==> src/mcCtl_macros.svh <==
// ------------------------------
// Shared widths and idle levels of the DDR4 command slot encoder
// Included by the package and by every RTL file that sizes a port
// ------------------------------

`ifndef MC_CTL_MACROS_SVH
`define MC_CTL_MACROS_SVH

// ------------------------------
// DRAM pin counts
// ------------------------------

// A17..A0, with A16..A14 doubling as RAS/CAS/WE
`define MC_ABITS 18
`define MC_BABITS 2
`define MC_BGBITS 2

// Rank index and one chip select per rank
`define MC_RKBITS 2
`define MC_CSBITS 4

// Fixed column width, A9..A0
`define MC_COLBITS 10

// ------------------------------
// Fabric framing
// ------------------------------

// DRAM command slots carried by one fabric clock
`define MC_SLOTS 8

// Idle level of address, bank and group slots, 1 means low
`define MC_NOP_ADDR_LOW 1

`endif

==> src/mcCtlPkg.sv <==
// ------------------------------
// Types shared by the CAS arbiter, the slot encoder and the top level
// Request structs come from the scheduler, cmdBus_t goes to the PHY
// ------------------------------

`include "mcCtl_macros.svh"

package mcCtlPkg;

   // DDR4 opcode, bit 2 is RAS, bit 1 is CAS, bit 0 is WE
   typedef enum logic [2:0] {
      REF = 3'b001,
      PRE = 3'b010,
      ACT = 3'b011,
      WR  = 3'b100,
      RD  = 3'b101,
      ZQC = 3'b110
   } ddrOp_t;

   // One pin over the eight slots of a fabric cycle, slot i is bit i
   typedef logic [`MC_SLOTS-1:0] slotVec_t;

   // ------------------------------
   // Scheduler requests
   // ------------------------------

   // Read or write CAS, never both at once
   typedef struct packed {
      logic                   read;
      logic                   write;
      logic                   autoPre;
      logic [`MC_RKBITS-1:0]  rank;
      logic [`MC_BGBITS-1:0]  group;
      logic [`MC_BABITS-1:0]  bank;
      logic [`MC_COLBITS-1:0] col;
   } casReq_t;

   // Row activate
   typedef struct packed {
      logic                  valid;
      logic [`MC_RKBITS-1:0] rank;
      logic [`MC_BGBITS-1:0] group;
      logic [`MC_BABITS-1:0] bank;
      logic [`MC_ABITS-1:0]  row;
   } actReq_t;

   // Per-bank precharge
   typedef struct packed {
      logic                  valid;
      logic [`MC_RKBITS-1:0] rank;
      logic [`MC_BGBITS-1:0] group;
      logic [`MC_BABITS-1:0] bank;
   } preReq_t;

   // Maintenance, first set flag wins in the order listed
   typedef struct packed {
      logic                  preAll;
      logic                  refresh;
      logic                  zq;
      logic                  zqAll;
      logic [`MC_RKBITS-1:0] rank;
   } maintReq_t;

   // ------------------------------
   // Slotted DDR4 command pins
   // ------------------------------

   // All control pins are active low
   typedef struct packed {
      slotVec_t                  actN;
      slotVec_t                  rasN;
      slotVec_t                  casN;
      slotVec_t                  weN;
      slotVec_t [`MC_ABITS-1:0]  adr;
      slotVec_t [`MC_BABITS-1:0] ba;
      slotVec_t [`MC_BGBITS-1:0] bg;
      slotVec_t [`MC_CSBITS-1:0] csN;
   } cmdBus_t;

endpackage

==> src/mcCasArbiter.sv <==
// ------------------------------
// Decides each cycle whether the pending CAS issues and in which slot pair
// Grant is combinational, history registers update on the clock edge
// ------------------------------

`include "mcCtl_macros.svh"

module mcCasArbiter #(
   // 1 keeps rank switches out of slot 2 for the long gap at fast clocks
   parameter bit longRankSwitch = 1'b0
) (
   input  logic              clk,
   input  logic              rst,
   input  mcCtlPkg::casReq_t casReq,
   input  logic              perCasBlock,
   output logic              tranSentC,
   output logic              casSlot2,
   output logic              prevCmdAP
);

   // ------------------------------
   // CAS history
   // ------------------------------

   // CAS sent last cycle and the cycle before
   logic                  prevCas;
   logic                  prev2Cas;
   // Rank of the last read or write request
   logic [`MC_RKBITS-1:0] prevRank;
   // Last sent CAS went in slots 4-5
   logic                  prevSlot2;

   // Read gated by the periodic read window
   logic readAllowed;
   // Exactly one eligible CAS is present
   logic casEligible;
   // Any CAS present, blocked or not
   logic casAny;
   logic casSent;
   logic rankDiff;

   assign readAllowed = casReq.read & ~perCasBlock;
   assign casEligible = readAllowed ^ casReq.write;
   assign casAny      = casReq.read | casReq.write;
   assign casSent     = casAny & tranSentC;
   assign rankDiff    = casReq.rank != prevRank;

   // ------------------------------
   // Grant and slot choice
   // ------------------------------

   always_comb begin
      casSlot2  = 1'b0;
      tranSentC = 1'b0;
      if (!casEligible) begin
         // Nothing to place, only a blocked read holds the grant low
         tranSentC = ~(casReq.read & perCasBlock);
      end else if (!prevCas) begin
         // Bus idle last cycle
         // Stay in slot 2 behind a slot-2 CAS two cycles back
         tranSentC = 1'b1;
         casSlot2  = longRankSwitch & prev2Cas & prevSlot2;
      end else if (!rankDiff) begin
         // Same rank keeps the previous slot pair, tCCD is met
         tranSentC = 1'b1;
         casSlot2  = prevSlot2;
      end else if (!prevSlot2) begin
         // Rank switch after slot 0
         // Reads move to slot 2, writes need a full dead cycle
         tranSentC = casReq.read & ~longRankSwitch;
         casSlot2  = casReq.read & ~longRankSwitch;
      end else begin
         // Rank switch right after slot 2 has no room this cycle
         tranSentC = 1'b0;
      end
   end

   // ------------------------------
   // History registers
   // ------------------------------

   always_ff @(posedge clk) begin
      if (!rst) begin
         prevCas   <= 1'b0;
         prev2Cas  <= 1'b0;
         prevRank  <= '0;
         prevSlot2 <= 1'b0;
         prevCmdAP <= 1'b0;
      end else begin
         prevCas  <= casSent;
         prev2Cas <= prevCas;
         // Rank tracks the request even when it is refused
         if (casAny) begin
            prevRank <= casReq.rank;
         end
         if (casSent) begin
            prevSlot2 <= casSlot2;
            prevCmdAP <= casReq.autoPre;
         end
      end
   end

endmodule

==> src/mcCmdEncoder.sv <==
// ------------------------------
// Places CAS, activate, precharge and maintenance commands into the eight slots
// Purely combinational, fed by the scheduler and the CAS arbiter grant
// ------------------------------

`include "mcCtl_macros.svh"

module mcCmdEncoder (
   input  mcCtlPkg::casReq_t   casReq,
   input  mcCtlPkg::actReq_t   actReq,
   input  mcCtlPkg::preReq_t   preReq,
   input  mcCtlPkg::maintReq_t maintReq,
   input  logic                tranSentC,
   input  logic                casSlot2,
   output mcCtlPkg::cmdBus_t   cmd
);

   import mcCtlPkg::*;

   // Idle slot level of address, bank and group
   localparam slotVec_t idleAddr = (`MC_NOP_ADDR_LOW != 0) ? '0 : '1;

   // Fixed slot pairs
   localparam logic [2:0] actBase = 3'd2;
   localparam logic [2:0] preBase = 3'd6;

   // ------------------------------
   // Slot pair helpers
   // ------------------------------

   // Opcode on RAS/CAS/WE and on A16..A14
   function automatic cmdBus_t putOp(cmdBus_t c, logic [2:0] base, ddrOp_t op);
      cmdBus_t r;
      r = c;
      r.rasN[base +: 2]    = {2{op[2]}};
      r.casN[base +: 2]    = {2{op[1]}};
      r.weN[base +: 2]     = {2{op[0]}};
      r.adr[16][base +: 2] = {2{op[2]}};
      r.adr[15][base +: 2] = {2{op[1]}};
      r.adr[14][base +: 2] = {2{op[0]}};
      return r;
   endfunction

   // Bank and group of the target bank
   function automatic cmdBus_t putBank(cmdBus_t c, logic [2:0] base,
                                       logic [`MC_BABITS-1:0] bank,
                                       logic [`MC_BGBITS-1:0] group);
      cmdBus_t r;
      r = c;
      for (int i = 0; i < `MC_BABITS; i++) begin
         r.ba[i][base +: 2] = {2{bank[i]}};
      end
      for (int i = 0; i < `MC_BGBITS; i++) begin
         r.bg[i][base +: 2] = {2{group[i]}};
      end
      return r;
   endfunction

   // Chip select low for one rank
   function automatic cmdBus_t putCs(cmdBus_t c, logic [2:0] base,
                                     logic [`MC_RKBITS-1:0] rank);
      cmdBus_t r;
      r = c;
      r.csN[rank][base +: 2] = 2'b00;
      return r;
   endfunction

   // ------------------------------
   // CAS qualifiers
   // ------------------------------

   // Read or write requested, maintenance yields to it
   logic       rwReq;
   logic       casSent;
   logic [2:0] casBase;
   ddrOp_t     casOp;

   assign rwReq   = casReq.read | casReq.write;
   assign casSent = rwReq & tranSentC;
   assign casBase = casSlot2 ? 3'd4 : 3'd0;
   assign casOp   = casReq.read ? RD : WR;

   always_comb begin : encode
      cmdBus_t c;

      // Start from the idle bus
      c.actN = '1;
      c.rasN = '1;
      c.casN = '1;
      c.weN  = '1;
      c.adr  = {`MC_ABITS{idleAddr}};
      c.ba   = {`MC_BABITS{idleAddr}};
      c.bg   = {`MC_BGBITS{idleAddr}};
      c.csN  = '1;

      // Read or write CAS in slots 0-1 or 4-5
      if (casSent) begin
         for (int i = 0; i < `MC_ABITS; i++) begin
            c.adr[i][casBase +: 2] = 2'b00;
         end
         for (int i = 0; i < `MC_COLBITS; i++) begin
            c.adr[i][casBase +: 2] = {2{casReq.col[i]}};
         end
         // A10 carries auto precharge
         c.adr[10][casBase +: 2] = {2{casReq.autoPre}};
         c = putOp(c, casBase, casOp);
         c = putBank(c, casBase, casReq.bank, casReq.group);
         c = putCs(c, casBase, casReq.rank);
      end

      // Maintenance in slots 6-7 only while no CAS is requested
      if (!rwReq) begin
         if (maintReq.preAll) begin
            // All address bits high, A10 selects all banks
            for (int i = 0; i < `MC_ABITS; i++) begin
               c.adr[i][preBase +: 2] = 2'b11;
            end
            c = putOp(c, preBase, PRE);
            c = putBank(c, preBase, '0, '0);
            c = putCs(c, preBase, maintReq.rank);
         end else if (maintReq.refresh) begin
            c = putOp(c, preBase, REF);
            c = putCs(c, preBase, maintReq.rank);
         end else if (maintReq.zq) begin
            // A10 low gives ZQ short
            c = putOp(c, preBase, ZQC);
            c.adr[10][preBase +: 2] = 2'b00;
            if (maintReq.zqAll) begin
               for (int i = 0; i < `MC_CSBITS; i++) begin
                  c.csN[i][preBase +: 2] = 2'b00;
               end
            end else begin
               c = putCs(c, preBase, maintReq.rank);
            end
         end
      end

      // Activate in slots 2-3, row overwrites the opcode on A16..A14
      if (actReq.valid) begin
         c.actN[actBase +: 2] = 2'b00;
         c = putOp(c, actBase, ACT);
         for (int i = 0; i < `MC_ABITS; i++) begin
            c.adr[i][actBase +: 2] = {2{actReq.row[i]}};
         end
         c = putBank(c, actBase, actReq.bank, actReq.group);
         c = putCs(c, actBase, actReq.rank);
      end

      // Per-bank precharge replaces whatever maintenance put in slots 6-7
      if (preReq.valid) begin
         for (int i = 0; i < `MC_ABITS; i++) begin
            c.adr[i][preBase +: 2] = 2'b00;
         end
         for (int i = 0; i < `MC_CSBITS; i++) begin
            c.csN[i][preBase +: 2] = 2'b11;
         end
         c = putOp(c, preBase, PRE);
         c = putBank(c, preBase, preReq.bank, preReq.group);
         c = putCs(c, preBase, preReq.rank);
      end

      cmd = c;
   end

endmodule

==> src/mcCtl.sv <==
// ------------------------------
// DDR4 command slot encoder top level
// Scheduler requests in, slotted command pins and CAS grant out, same cycle
// ------------------------------

module mcCtl #(
   // Set for clocks that need the long rank switch gap
   parameter bit longRankSwitch = 1'b0
) (
   input  logic                clk,
   input  logic                rst,

   // Scheduler requests, held until granted
   input  mcCtlPkg::casReq_t   casReq,
   input  mcCtlPkg::actReq_t   actReq,
   input  mcCtlPkg::preReq_t   preReq,
   input  mcCtlPkg::maintReq_t maintReq,
   // Periodic read window blocks read CAS
   input  logic                perCasBlock,

   // Slotted pins towards the PHY
   output mcCtlPkg::cmdBus_t   cmd,

   // CAS grant and placement back to the scheduler
   output logic                tranSentC,
   output logic                casSlot2,
   // Auto precharge of the last sent CAS
   output logic                prevCmdAP
);

   // ------------------------------
   // CAS issue decision
   // ------------------------------

   mcCasArbiter #(
      .longRankSwitch (longRankSwitch)
   ) i_casArbiter (
      .clk         (clk),
      .rst         (rst),
      .casReq      (casReq),
      .perCasBlock (perCasBlock),
      .tranSentC   (tranSentC),
      .casSlot2    (casSlot2),
      .prevCmdAP   (prevCmdAP)
   );

   // ------------------------------
   // Slot encoding
   // ------------------------------

   // Reads the grant in the same cycle
   mcCmdEncoder i_cmdEncoder (
      .casReq    (casReq),
      .actReq    (actReq),
      .preReq    (preReq),
      .maintReq  (maintReq),
      .tranSentC (tranSentC),
      .casSlot2  (casSlot2),
      .cmd       (cmd)
   );

endmodule

==> config.mk <==
export PLATFORM = sky130hd
export DESIGN_NAME = mcCtl
export DESIGN_NICKNAME = d
export VERILOG_FILES = /design/src/mcCtlPkg.sv /design/src/mcCasArbiter.sv /design/src/mcCmdEncoder.sv /design/src/mcCtl.sv
export VERILOG_INCLUDE_DIRS = /design/src
export SDC_FILE = /design/constraint.sdc
export NUM_CORES = 1
export LEC_CHECK = 0
export BUFFER_PORTS_ARGS = -buffer_cell sky130_fd_sc_hd__buf_2
export CAP_MARGIN = 20
export CELL_PAD_IN_SITES_DETAIL_PLACEMENT = 1
export CELL_PAD_IN_SITES_GLOBAL_PLACEMENT = 1
export CORE_MARGIN = 5
export CORE_UTILIZATION = 18
export CTS_CLUSTER_SIZE = 12
export DETAILED_ROUTE_END_ITERATION = 6
export PLACE_DENSITY = 0.9
export RECOVER_POWER = 25
export SYNTH_ARGS = -nofsm -noshare
export SYNTH_HDL_FRONTEND = slang
export SYNTH_SLANG_ARGS = --single-unit
==> constraint.sdc <==
create_clock -name clk -period 2.8 [get_ports clk]
set_input_delay 0.7 -clock clk [delete_from_list [all_inputs] [get_ports clk]]
set_output_delay 0.7 -clock clk [all_outputs]
set_load 0.03 [all_outputs]
==> qor.yml <==
skew_ns: 0.00181
io_buffers: 268
fp.coreArea_um2: 12000
cts_tree: "yes"
cts_made_buffers: 3
finalPower_mw: 1.05
synth_cells: 308
synth_compound_area_share_pct: 7.95
wirelength_met1_um: 2980
vias: 2278
post-synth-top-count-cell: "buf_4"
syn2layout_area_growth_pct: 31.7
io_pins: 303
start_util_pct: 18.3
drtPass1Iterations: 4
grt_pass1_wl_um: 12100
grt-ovfl-total: 0
dr_wl_met2_um: 4650
synth-xor-area-share_pct: 0.800
ant_nets: 0
gp_congestion: 0.795
end_kind: "output port"
clk_latency_ns: 0.23
postCtsHoldBufs: 0
cts-root-buf: "clkbuf_16"
synth_commonest_cells: "buf_4 (153), and2_1 (43), and2_4 (15)"
vdd_drop_max_uv: 93.4
synth_mux_area_share_pct: 0
synth_top_cell_area_share_pct: 52.5
setup_viol: 0
routed.top_layer: "met4"
hold_violations: 0
rsz0062_at_grt: "no"
postPlaceCellArea_um2: 2800
crit_type: "in -> out"
avgSynthCellArea_um2: 7.11
cellPowerDensity_nw_per_um2: 364
maxSlewHeadroom_pct: 43.9
tightestPinTransition_ns: 0.841
track_usage_pct: 10.1
die_h_um: 120
yosysSeqAreaShare_pct: 4.57
grt_antenna_before_repair: 0
post-cts-setup-buffer-count: 0
grt_max_degree: 31
post_drt_wl_per_cell_um: 13.9
drc: 0
worst_setup_path_start_kind: "input pin"
critPathRequiredTime_ns: 2.10
yosysUniqueCellTypes: 38
grt_pass1_vias: 2305
setup_slack_ns: 0.0903
period_minus_slack_ns: 2.71
ys_ff_latch: 5
min_path_type: "reg -> reg"
rows: 40
drive_gt1_share_pct: 64.9
wl_met3_um: 761
synth_top_family_by_area: "buffers and inverters"
status: "finished clean"
dp_worst_setup_slack_ns: -0.0687
crit_path_max_fanout: 20
dieArea_um2: 14500
yosys_warnings: 0
synth_fa_ha_area_share_pct: 0
p_leak_nw: 1.79
wl_um: 8460
dp_hpwl_um: 7670
syn-cell-area_um2: 2190
yosys.area.top_type: "buf_4"
final_area_um2: 2880
cts_sinks: 5
dieWidth_um: 120
maxCapViolCount: 0
dr.first_iter.drc_count: 74
synthSimpleGateAreaFrac_pct: 29.5
synthFlopType: "dfxtp_1"
timing.hold.ws_ns: 0.515
clkTransAtPathRegs_ns: 0.03
fillers: 1555
fmax_mhz: 369
period_share_pct: 96.8
synth_edf_count: 0
cts_buffer_depth: 2
slew_viol_final: 0
crit_arrival_ns: 2.01
nNetsFinal: 525
diodes: 0
viasPerCell: 3.73
netlist_top_cells_area: "buf_4 (52%), and2_1 (12%), and2_4 (6.0%)"
synthArstFlopShare_pct: 0
ctsHtreeMaxLevel: 1
==> cell type report <==
cell class / count / area (µm²) / area share (%)
inverter: 12 / 47.5 / 1.65
clock buffer: 4 / 78.8 / 2.74
sequential: 5 / 100 / 3.47
timing repair buffer: 281 / 1450 / 50.3
multi-input combinational: 162 / 1020 / 35.4
tap: 147 / 184 / 6.38
==> path summary, 6_finish.rpt <==
path	from	endpoint	slack (ns)	cells past startpoint
worst max-delay path	casReq[14]	cmd[85]	0.09	9
worst min-delay path	i_casArbiter.prevRank[0]$_SDFFE_PN0N_	i_casArbiter.prevRank[0]$_SDFFE_PN0N_	0.52	2
worst max register to register	i_casArbiter.prevRank[0]$_SDFFE_PN0N_	i_casArbiter.prevCmdAP$_SDFFE_PN0P_	1.47	6
worst min register to register	i_casArbiter.prevRank[0]$_SDFFE_PN0N_	i_casArbiter.prevRank[0]$_SDFFE_PN0N_	0.52	2
==> power breakdown <==
| group | internal, mW | switching, mW | total [mW] |
|---|---|---|---|
| Sequential | 0.0771 | 0.00531 | 0.0824 |
| Combinational | 0.197 | 0.526 | 0.723 |
| Clock | 0.189 | 0.0537 | 0.243 |
| Total | 0.463 | 0.585 | 1.05 |
==> cells in the final DEF, fill, tap and decap left out, drive strengths merged, types with 2 or more instances in the layout <==
| cell type | instances |
|---|---|
| and2b | 2 |
| nor2 | 6 |
| clkbuf | 37 |
| conb | 34 |
| inv | 12 |
| nand3b | 4 |
| a32oi | 4 |
| nand3 | 3 |
| nor2b | 4 |
| and2 | 58 |
| nand2 | 14 |
| a21boi | 2 |
| o211ai | 2 |
| o21ai | 8 |
| buf | 248 |
| and3 | 2 |
| xnor2 | 2 |
| a31oi | 2 |
| nor3 | 2 |
| dfxtp | 5 |
| a21oi | 4 |
==> worst max-delay path: stages <==
cell and delay [ns]:
buf_2 0.13, xnor2_2 0.15, buf_4 0.14, a21oi_1 0.16, nand3b_4 0.20, inv_4 0.05, buf_12 0.14, and2_4 0.16
buf_2 0.17
==> sequential cells by signal (all words and copies together) (netlist names) <==
name	cells
i_casArbiter.prevSlot2	1
i_casArbiter.prevRank	2
i_casArbiter.prevCmdAP	1
i_casArbiter.prevCas	1
==> metal layers <==
metal,vias up,track usage [%]
li1,1099,-
met1,1032,10.4
met2,142,20.9
met3,5,1.73
met4,0,2.41
met5,-,0
==> what timing repair did <==
action / in CTS / in global routing
cloned: 0 / 0
resized for setup: 2 / 3
endpoints found under the setup margin: 32 / 59
==> logic make-up after synthesis <==
family | count (synthesis)
flip-flops | 5
XOR/XNOR | 2
AO/OA/AOI/OAI | 25
other | 2
AND/OR/NAND/NOR | 101
buffers and inverters | 173
==> metrics by stage <==
stage	utilization (%)	setup TNS, ns	cells
2_1_floorplan	-	0	340
3_3_place_gp	23.4	-0.643	607
3_5_place_dp	23.4	-1.24	607
4_1_cts	24.1	0	611
5_1_grt	24.1	0	611
6_report	24.1	0	611
Note: power is estimated with default switching activity, not from simulation.
